[config.mk]
export PLATFORM = sky130hd
export DESIGN_NAME = hsk_bridge_top
export DESIGN_NICKNAME = d
export VERILOG_FILES = /design/src/design/hsk_pkg.sv /design/src/design/hsk_uart_rx.sv /design/src/design/hsk_byte_fifo.sv /design/src/design/hsk_uart_tx.sv /design/src/design/hsk_bridge_top.sv
export VERILOG_INCLUDE_DIRS = /design/src /design/src/design
export SDC_FILE = /design/constraint.sdc
export NUM_CORES = 1
export LEC_CHECK = 0
export ABC_AREA = 1
export BUFFER_PORTS_ARGS = -buffer_cell sky130_fd_sc_hd__buf_2
export CAP_MARGIN = 5
export CORE_ASPECT_RATIO = 0.7
export CORE_MARGIN = 5
export CORE_UTILIZATION = 55
export CTS_CLUSTER_SIZE = 10
export DETAILED_ROUTE_END_ITERATION = 12
export PLACE_DENSITY_LB_ADDON = 0.12
export SYNTH_ARGS = -nofsm -noshare
export SYNTH_HDL_FRONTEND = slang
export SYNTH_HIERARCHICAL = 1
export SYNTH_SLANG_ARGS = --single-unit
[constraint.sdc]
create_clock -name init_clk -period 4.32 [get_ports init_clk]
set_input_delay 0.432 -clock init_clk [delete_from_list [all_inputs] [get_ports init_clk]]
set_output_delay 0.432 -clock init_clk [all_outputs]
set_load 0.01 [all_outputs]
[src/design/hsk_consts.svh]
`ifndef HSK_CONSTS_SVH
`define HSK_CONSTS_SVH

//////////////////////////////////////////////////
// Serial timing at 80 MHz init_clk
//////////////////////////////////////////////////

// Clock cycles per bit, 0.5 Mbaud
`define HSK_BAUD_PERIOD 160
// Sample late in the bit, slow open-drain rise
`define HSK_SAMPLE_POINT 120
// Baud counter width, must hold HSK_BAUD_PERIOD-1
`define HSK_BAUD_CNT_W 8

//////////////////////////////////////////////////
// Data path widths and FIFO sizing
//////////////////////////////////////////////////

`define HSK_BYTE_W 8
`define HSK_BIT_IDX_W 4
`define HSK_BYTE_CNT_W 8
// Byte FIFO entries, power of two
`define HSK_FIFO_DEPTH 16
`define HSK_FIFO_AW 4

`endif

[src/design/hsk_pkg.sv]
`include "hsk_consts.svh"

package hsk_pkg;

    //////////////////////////////////////////////////
    // Vector types
    //////////////////////////////////////////////////

    // One serial data byte
    typedef logic [`HSK_BYTE_W-1:0] byte_t;
    // Cycle counter within one bit
    typedef logic [`HSK_BAUD_CNT_W-1:0] baud_cnt_t;
    // Bit position inside a frame
    typedef logic [`HSK_BIT_IDX_W-1:0] bit_idx_t;
    // Extra MSB tells full from empty
    typedef logic [`HSK_FIFO_AW:0] fifo_ptr_t;
    // Wrapping count of accepted bytes
    typedef logic [`HSK_BYTE_CNT_W-1:0] byte_cnt_t;

    // Receiver output, valid is a single-cycle strobe
    typedef struct packed {
        logic  valid;
        byte_t data;
    } rx_byte_s;

    // FIFO head, data good while avail is high
    typedef struct packed {
        logic  avail;
        byte_t data;
    } fifo_out_s;

    //////////////////////////////////////////////////
    // State machines
    //////////////////////////////////////////////////

    typedef enum logic [1:0] {RX_IDLE, RX_START, RX_DATA, RX_STOP} rx_state_e;

    typedef enum logic [1:0] {TX_IDLE, TX_START, TX_DATA, TX_STOP} tx_state_e;

endpackage

[src/design/hsk_uart_rx.sv]
`timescale 1ns/1ps
`include "hsk_consts.svh"

module hsk_uart_rx (
    input  logic                init_clk,
    input  logic                reset_i,
    input  logic                line_i,
    output hsk_pkg::rx_byte_s   rx_byte_o,
    output hsk_pkg::byte_cnt_t  rx_bytes_o
);

    // Two-flop retime of the open-drain crate line
    logic [1:0]          sync_q;
    // Previous synchronized value, for edge detect
    logic                line_q;
    hsk_pkg::rx_state_e  state_q;
    hsk_pkg::baud_cnt_t  baud_cnt_q;
    hsk_pkg::bit_idx_t   bit_idx_q;
    hsk_pkg::byte_t      shift_q;
    logic                valid_q;
    hsk_pkg::byte_cnt_t  bytes_q;

    logic line_s;
    logic fall_s;
    logic sample_s;
    logic bit_end_s;

    assign line_s    = sync_q[1];
    assign fall_s    = line_q & ~line_s;
    assign sample_s  = (baud_cnt_q == hsk_pkg::baud_cnt_t'(`HSK_SAMPLE_POINT));
    assign bit_end_s = (baud_cnt_q == hsk_pkg::baud_cnt_t'(`HSK_BAUD_PERIOD - 1));

    //////////////////////////////////////////////////
    // Synchronizer, idles high
    //////////////////////////////////////////////////
    always_ff @(posedge init_clk) begin
        if (reset_i) begin
            sync_q <= 2'b11;
            line_q <= 1'b1;
        end else begin
            sync_q <= {sync_q[0], line_i};
            line_q <= line_s;
        end
    end

    //////////////////////////////////////////////////
    // Frame FSM
    //////////////////////////////////////////////////
    always_ff @(posedge init_clk) begin
        if (reset_i) begin
            state_q    <= hsk_pkg::RX_IDLE;
            baud_cnt_q <= '0;
            bit_idx_q  <= '0;
            valid_q    <= 1'b0;
            bytes_q    <= '0;
        end else begin
            // Strobe lasts one cycle only
            valid_q <= 1'b0;
            if (state_q != hsk_pkg::RX_IDLE) begin
                baud_cnt_q <= bit_end_s ? '0 : baud_cnt_q + 1'b1;
            end
            case (state_q)
                hsk_pkg::RX_IDLE: begin
                    // Edge cycle counts as cycle 0 of the start bit
                    if (fall_s) begin
                        state_q    <= hsk_pkg::RX_START;
                        baud_cnt_q <= hsk_pkg::baud_cnt_t'(1);
                    end
                end
                hsk_pkg::RX_START: begin
                    // Glitch, not a real start bit
                    if (sample_s && line_s) begin
                        state_q <= hsk_pkg::RX_IDLE;
                    end else if (bit_end_s) begin
                        state_q   <= hsk_pkg::RX_DATA;
                        bit_idx_q <= '0;
                    end
                end
                hsk_pkg::RX_DATA: begin
                    if (bit_end_s) begin
                        if (bit_idx_q == hsk_pkg::bit_idx_t'(7)) begin
                            state_q <= hsk_pkg::RX_STOP;
                        end else begin
                            bit_idx_q <= bit_idx_q + 1'b1;
                        end
                    end
                end
                hsk_pkg::RX_STOP: begin
                    // Bad stop bit drops the byte silently
                    if (sample_s) begin
                        state_q <= hsk_pkg::RX_IDLE;
                        if (line_s) begin
                            valid_q <= 1'b1;
                            bytes_q <= bytes_q + 1'b1;
                        end
                    end
                end
                default: state_q <= hsk_pkg::RX_IDLE;
            endcase
        end
    end

    // LSB first, so shift in from the top
    always_ff @(posedge init_clk) begin
        if (state_q == hsk_pkg::RX_DATA && sample_s) begin
            shift_q <= {line_s, shift_q[7:1]};
        end
    end

    assign rx_byte_o  = '{valid: valid_q, data: shift_q};
    assign rx_bytes_o = bytes_q;

endmodule

[src/design/hsk_byte_fifo.sv]
`timescale 1ns/1ps
`include "hsk_consts.svh"

module hsk_byte_fifo (
    input  logic                init_clk,
    input  logic                reset_i,
    input  hsk_pkg::rx_byte_s   wr_i,
    input  logic                pop_i,
    output hsk_pkg::fifo_out_s  head_o,
    output logic                overflow_o
);

    // Byte storage
    hsk_pkg::byte_t     mem_q [`HSK_FIFO_DEPTH];
    hsk_pkg::fifo_ptr_t wr_ptr_q;
    hsk_pkg::fifo_ptr_t rd_ptr_q;
    logic               overflow_q;

    logic empty_s;
    logic full_s;
    logic do_pop_s;
    logic do_wr_s;

    //////////////////////////////////////////////////
    // Status
    //////////////////////////////////////////////////

    // Same index, MSBs differ when wrapped
    assign empty_s = (wr_ptr_q == rd_ptr_q);
    assign full_s  = (wr_ptr_q[`HSK_FIFO_AW] != rd_ptr_q[`HSK_FIFO_AW]) &&
                     (wr_ptr_q[`HSK_FIFO_AW-1:0] == rd_ptr_q[`HSK_FIFO_AW-1:0]);

    assign do_pop_s = pop_i & ~empty_s;
    // A pop in the same cycle frees the slot
    assign do_wr_s  = wr_i.valid & (~full_s | do_pop_s);

    //////////////////////////////////////////////////
    // Pointers and overflow
    //////////////////////////////////////////////////
    always_ff @(posedge init_clk) begin
        if (reset_i) begin
            wr_ptr_q   <= '0;
            rd_ptr_q   <= '0;
            overflow_q <= 1'b0;
        end else begin
            if (do_wr_s) begin
                wr_ptr_q <= wr_ptr_q + 1'b1;
            end
            if (do_pop_s) begin
                rd_ptr_q <= rd_ptr_q + 1'b1;
            end
            // Sticky until reset
            if (wr_i.valid && !do_wr_s) begin
                overflow_q <= 1'b1;
            end
        end
    end

    always_ff @(posedge init_clk) begin
        if (do_wr_s) begin
            mem_q[wr_ptr_q[`HSK_FIFO_AW-1:0]] <= wr_i.data;
        end
    end

    // Head is read combinationally
    assign head_o     = '{avail: ~empty_s, data: mem_q[rd_ptr_q[`HSK_FIFO_AW-1:0]]};
    assign overflow_o = overflow_q;

endmodule

[src/design/hsk_uart_tx.sv]
`timescale 1ns/1ps
`include "hsk_consts.svh"

module hsk_uart_tx (
    input  logic                init_clk,
    input  logic                reset_i,
    input  hsk_pkg::fifo_out_s  head_i,
    output logic                pop_o,
    output logic                line_o
);

    hsk_pkg::tx_state_e  state_q;
    hsk_pkg::baud_cnt_t  baud_cnt_q;
    hsk_pkg::bit_idx_t   bit_idx_q;
    hsk_pkg::byte_t      shift_q;
    // Registered line, idles high
    logic                line_q;

    logic bit_end_s;

    assign bit_end_s = (baud_cnt_q == hsk_pkg::baud_cnt_t'(`HSK_BAUD_PERIOD - 1));
    // Take the head as soon as we are free
    assign pop_o     = (state_q == hsk_pkg::TX_IDLE) & head_i.avail;

    //////////////////////////////////////////////////
    // Serializer FSM
    //////////////////////////////////////////////////
    always_ff @(posedge init_clk) begin
        if (reset_i) begin
            state_q    <= hsk_pkg::TX_IDLE;
            baud_cnt_q <= '0;
            bit_idx_q  <= '0;
            line_q     <= 1'b1;
        end else begin
            if (state_q != hsk_pkg::TX_IDLE) begin
                baud_cnt_q <= bit_end_s ? '0 : baud_cnt_q + 1'b1;
            end
            case (state_q)
                hsk_pkg::TX_IDLE: begin
                    line_q <= 1'b1;
                    if (pop_o) begin
                        // Start bit goes out next cycle
                        state_q    <= hsk_pkg::TX_START;
                        baud_cnt_q <= '0;
                        line_q     <= 1'b0;
                    end
                end
                hsk_pkg::TX_START: begin
                    if (bit_end_s) begin
                        state_q   <= hsk_pkg::TX_DATA;
                        bit_idx_q <= '0;
                        line_q    <= shift_q[0];
                    end
                end
                hsk_pkg::TX_DATA: begin
                    if (bit_end_s) begin
                        if (bit_idx_q == hsk_pkg::bit_idx_t'(7)) begin
                            state_q <= hsk_pkg::TX_STOP;
                            line_q  <= 1'b1;
                        end else begin
                            bit_idx_q <= bit_idx_q + 1'b1;
                            line_q    <= shift_q[0];
                        end
                    end
                end
                hsk_pkg::TX_STOP: begin
                    if (bit_end_s) begin
                        state_q <= hsk_pkg::TX_IDLE;
                    end
                end
                default: state_q <= hsk_pkg::TX_IDLE;
            endcase
        end
    end

    // Byte loads on pop, then drops one bit per boundary
    always_ff @(posedge init_clk) begin
        if (pop_o) begin
            shift_q <= head_i.data;
        end else if (bit_end_s &&
                     (state_q == hsk_pkg::TX_START || state_q == hsk_pkg::TX_DATA)) begin
            shift_q <= {1'b0, shift_q[7:1]};
        end
    end

    assign line_o = line_q;

endmodule

[src/design/hsk_bridge_top.sv]
`timescale 1ns/1ps

module hsk_bridge_top (
    input  logic                init_clk,
    input  logic                reset_i,
    // Crate transmit, open drain
    input  logic                surf_tx_i,
    // TURF serial receive
    input  logic                trx_i,
    // TURF serial path enable, active low
    input  logic                tctrl_b_i,
    // Debug port receive
    input  logic                dbg_rx_i,
    // Route crate bus to the debug port
    input  logic                hskbus_local_i,
    input  logic                crate_enable_i,
    output logic                surf_rx_o,
    output logic                f_ttx_o,
    output logic                dbg_tx_o,
    output hsk_pkg::byte_cnt_t  hskbus_rx_bytes_o,
    output logic                overflow_o
);

    logic               crate_line;
    hsk_pkg::rx_byte_s  rx_byte;
    hsk_pkg::fifo_out_s fifo_head;
    logic               tx_pop;
    logic               tx_line;
    logic               turf_line;

    //////////////////////////////////////////////////
    // Downstream, to the SURFs
    //////////////////////////////////////////////////

    // TURF line only counts with its serial path enabled
    assign turf_line = tctrl_b_i ? 1'b1 : trx_i;

    // Idle high while the bridge is off
    assign surf_rx_o = !crate_enable_i ? 1'b1      :
                       hskbus_local_i  ? dbg_rx_i  :
                                         turf_line;

    //////////////////////////////////////////////////
    // Upstream, from the SURFs
    //////////////////////////////////////////////////

    // Disabled bridge looks like an idle line
    assign crate_line = crate_enable_i ? surf_tx_i : 1'b1;

    hsk_uart_rx u_rx (
        .init_clk   (init_clk),
        .reset_i    (reset_i),
        .line_i     (crate_line),
        .rx_byte_o  (rx_byte),
        .rx_bytes_o (hskbus_rx_bytes_o)
    );

    hsk_byte_fifo u_fifo (
        .init_clk   (init_clk),
        .reset_i    (reset_i),
        .wr_i       (rx_byte),
        .pop_i      (tx_pop),
        .head_o     (fifo_head),
        .overflow_o (overflow_o)
    );

    hsk_uart_tx u_tx (
        .init_clk (init_clk),
        .reset_i  (reset_i),
        .head_i   (fifo_head),
        .pop_o    (tx_pop),
        .line_o   (tx_line)
    );

    // Unselected output parks high
    assign f_ttx_o  = hskbus_local_i ? 1'b1 : tx_line;
    assign dbg_tx_o = hskbus_local_i ? tx_line : 1'b1;

endmodule

==> impl_metrics.py <==
metrics = {
    "run_status": {
        "status": "finished clean",
    },
    "worst_setup_path": {
        "worstPathRequired_ns": 4.38,
        "endpoint_kind": "flip-flop",
        "path_max_fanout": 15,
        "path_class": "flip-flop to flip-flop",
        "start_kind": "flip-flop",
        "r2r_end": "u_fifo/mem_q[13][4]",
        "reg2reg_depth": 12,
        "r2r_slack_ns": 1.33,
        "cp.arrival_ns": 3.04,
        "r2r-start": "u_fifo/rd_ptr_q[0]",
    },
    "timing": {
        "rsz0062_at_grt": "no",
        "fin_crit_ns": 2.987,
        "worst_slew_pin_slew_ns": 1.167,
        "relSlewSlack_pct": 22.21,
        "max_freq_ghz": 0.3348,
        "hold_violations": 0,
        "period_share_pct": 69.14,
        "setup_violations": 0,
        "maxSlewViolCount": 0,
        "fin_setup_tns_ns": 0,
        "clock_skew_ns": 0.01246,
    },
    "logic_synthesis": {
        "ys_ff_latch": 200,
        "yosysWarnings": 6,
        "synthArstFlopShare_pct": 0,
        "seq_area_frac_synth_pct": 60.86,
        "synth_nets": 923,
        "synth_area_um2": 8947,
        "synth_flop_cell": "edfxtp_1",
        "synth_edf_count": 144,
        "synthCells": 899,
        "ys_types": 42,
        "avgSynthCellArea_um2": 9.953,
    },
    "drt": {
        "vias": 6228,
        "vias_per_cell": 5.449,
        "drtAntennaViolNets": 0,
        "wl_per_cell_um": 16.62,
        "drtIter0Drc": 643,
        "drt_first_pass_iters": 5,
        "routed_wl_um": 19000,
        "drcViolationCount": 0,
    },
    "die": {
        "die-width_um": 162.4,
        "start_util_pct": 55.40,
        "die-area_um2": 18960,
        "die-height_um": 116.7,
        "io_pins": 20,
        "coreArea_um2": 16150,
        "rows": 39,
    },
    "placed_design": {
        "dpl_cell_area_um2": 9180,
        "place.gp.congestion": 0.8384,
        "io_buffers": 19,
        "post-place-cells": 1111,
        "dp_hpwl_um": 12740,
    },
    "layout": {
        "seq_area_um2": 5450,
        "final_cell_mix": "nand2_1 (169), edfxtp_1 (144), inv_1 (111)",
        "layout_commonest_cell": "nand2_1",
        "nets": 929,
        "final_cells": 1143,
        "fin_util_pct": 60.26,
        "design_area_um2": 9733,
        "fillCellCount": 1318,
        "multiInputGateArea_um2": 2880,
        "syn_to_final_growth_pct": 8.782,
        "drive_above_1_share_pct": 11.22,
        "diodes": 0,
    },
    "grt": {
        "grt_pass1_wl_um": 29950,
        "grt_pass1_vias": 5819,
        "grt.overflow.total": 0,
        "antenna_found_initial": 0,
        "grt_max_degree": 129,
        "track_usage_pct": 20.64,
    },
    "power": {
        "power.density_nw_per_um2": 398.4,
        "ir_drop_mv": 0.2934,
        "p_leak_nw": 3.591,
    },
    "cts": {
        "cts_setup_buffers": 0,
        "holdBufCountCts": 0,
        "cts_tree": "yes",
        "ctsResizeCount": 0,
        "clock_latency_ns": 0.43,
        "clockBufferDepth": 2,
        "cts.clk_slew.worst_paths_ns": 0.06,
        "cts_buffers": 17,
        "cts_num_sinks": 200,
        "cts_root_buffer": "clkbuf_16",
        "h-tree-depth": 4,
    },
    "worst_hold_path": {
        "hold_path_depth": 3,
        "hp-class": "input port to flip-flop",
        "min_from": "surf_tx_i",
        "whs_endpoint": "u_rx/sync_q[0]",
    },
    "run": {
        "maxCapViolCount": 0,
    },
}
-- synth_stat cells, types with 2 or more instances --
| cell | number | area share (%) |
|---|---|---|
| nand2_1 | 169 | 7.1 |
| nand2_4 | 4 | 0.50 |
| o21ai_0 | 43 | 2.4 |
| buf_1 | 3 | 0.13 |
| nor3_1 | 3 | 0.17 |
| nor2_1 | 57 | 2.4 |
| ha_1 | 16 | 2.2 |
| buf_2 | 11 | 0.62 |
| o211ai_1 | 32 | 2.7 |
| xnor2_1 | 2 | 0.20 |
| nand3b_1 | 3 | 0.25 |
| nand3_2 | 2 | 0.22 |
| or2_2 | 3 | 0.21 |
| xor2_1 | 11 | 1.1 |
| edfxtp_1 | 144 | 48 |
| buf_4 | 4 | 0.34 |
| nor2_2 | 7 | 0.49 |
| nand2_2 | 11 | 0.77 |
| nor2_4 | 6 | 0.76 |
| nand4_1 | 8 | 0.56 |
| a21oi_1 | 67 | 3.7 |
| inv_2 | 13 | 0.55 |
| clkbuf_1 | 14 | 0.59 |
| inv_1 | 109 | 4.6 |
| nand3_4 | 2 | 0.39 |
| nand3_1 | 84 | 4.7 |
| dfxtp_1 | 56 | 13 |
-- metrics by stage --
step / hold WS [ns] / worst slack (ns) / total power, mW
4_1_cts: 0.2849 / 1.311 / 3.899
3_5_place_dp: 0.4016 / 1.331 / 2.421
3_3_place_gp: 0.4012 / 1.510 / 2.408
5_1_grt: 0.2907 / 1.083 / 4.032
2_1_floorplan: 0.3895 / 2.068 / 2.344
6_report: 0.2949 / 1.333 / 3.877
-- worst max-delay path: stages (launching register included) --
cell and delay, ns:
dfxtp_1 0.47, nand2_1 0.09, nand2_1 0.11, nor2_4 0.07, nand3_4 0.12, nand2_1 0.26
inv_2 0.30, nor2_1 0.12, nand3_4 0.14, nand2_4 0.08, inv_2 0.15, nand2_2 0.14
nor2_1 0.55
-- area by class of cell --
cell class	count	area share, %
clock buffers	22	4.898
clock inverters	10	0.7842
inverters	125	4.859
multi-input cells	542	29.59
flip-flops and latches	200	56.00
well taps	225	2.892
repair buffers	19	0.9770
-- worst max-delay path by stage --
| stage | end | start |
|---|---|---|
| 2_1_floorplan | u_fifo/mem_q[12][0] | u_fifo/wr_ptr_q[2] |
| 3_3_place_gp | u_fifo/mem_q[6][3] | u_fifo/wr_ptr_q[2] |
| 3_5_place_dp | u_fifo/mem_q[14][1] | u_fifo/rd_ptr_q[0] |
| 4_1_cts | u_fifo/mem_q[14][6] | u_fifo/rd_ptr_q[0] |
| 5_1_grt | u_fifo/mem_q[14][6] | u_fifo/wr_ptr_q[2] |
| 6_report | u_fifo/mem_q[13][4] | u_fifo/rd_ptr_q[0] |
-- flip-flops by register name, summed over array words and instances, names as in the netlist, named ones only --
signal / count
u_rx/valid_q: 1
u_tx/line_o: 1
u_rx/bit_idx_q: 4
u_rx/rx_bytes_o: 8
u_rx/sync_q: 2
u_tx/shift_q: 8
u_rx/shift_q: 8
u_tx/bit_idx_q: 4
u_fifo/overflow_o: 1
u_rx/baud_cnt_q: 8
u_fifo/wr_ptr_q: 5
u_fifo/mem_q: 128
u_fifo/rd_ptr_q: 5
u_tx/state_q: 2
u_tx/baud_cnt_q: 8
u_rx/line_q: 1
u_rx/state_q: 1
-- metal layers --
layer / global-route usage (%) / up-vias / part of all wire, %
met4: 5.803 / 0 / 1.0
li1: - / 3046 / -
met3: 6.490 / 19 / 8.0
met2: 31.15 / 179 / 45
met1: 29.16 / 2984 / 46
met5: 0 / - / 0
-- cells by family after synthesis --
logic type | Yosys count | synth area share [%]
compound gates | 149 | 9.495
xor+xnor | 13 | 1.273
fa+ha+maj | 16 | 2.237
buf+inv | 157 | 6.950
flops | 200 | 60.86
simple gates | 364 | 19.19
-- where the power goes --
part | total, mW | switching [mW] | internal, mW
clock network | 1.49 | 0.655 | 0.839
logic | 0.310 | 0.211 | 0.0995
registers | 2.07 | 0.0215 | 2.05
No activity file was read; power rests on OpenSTA's default activity.
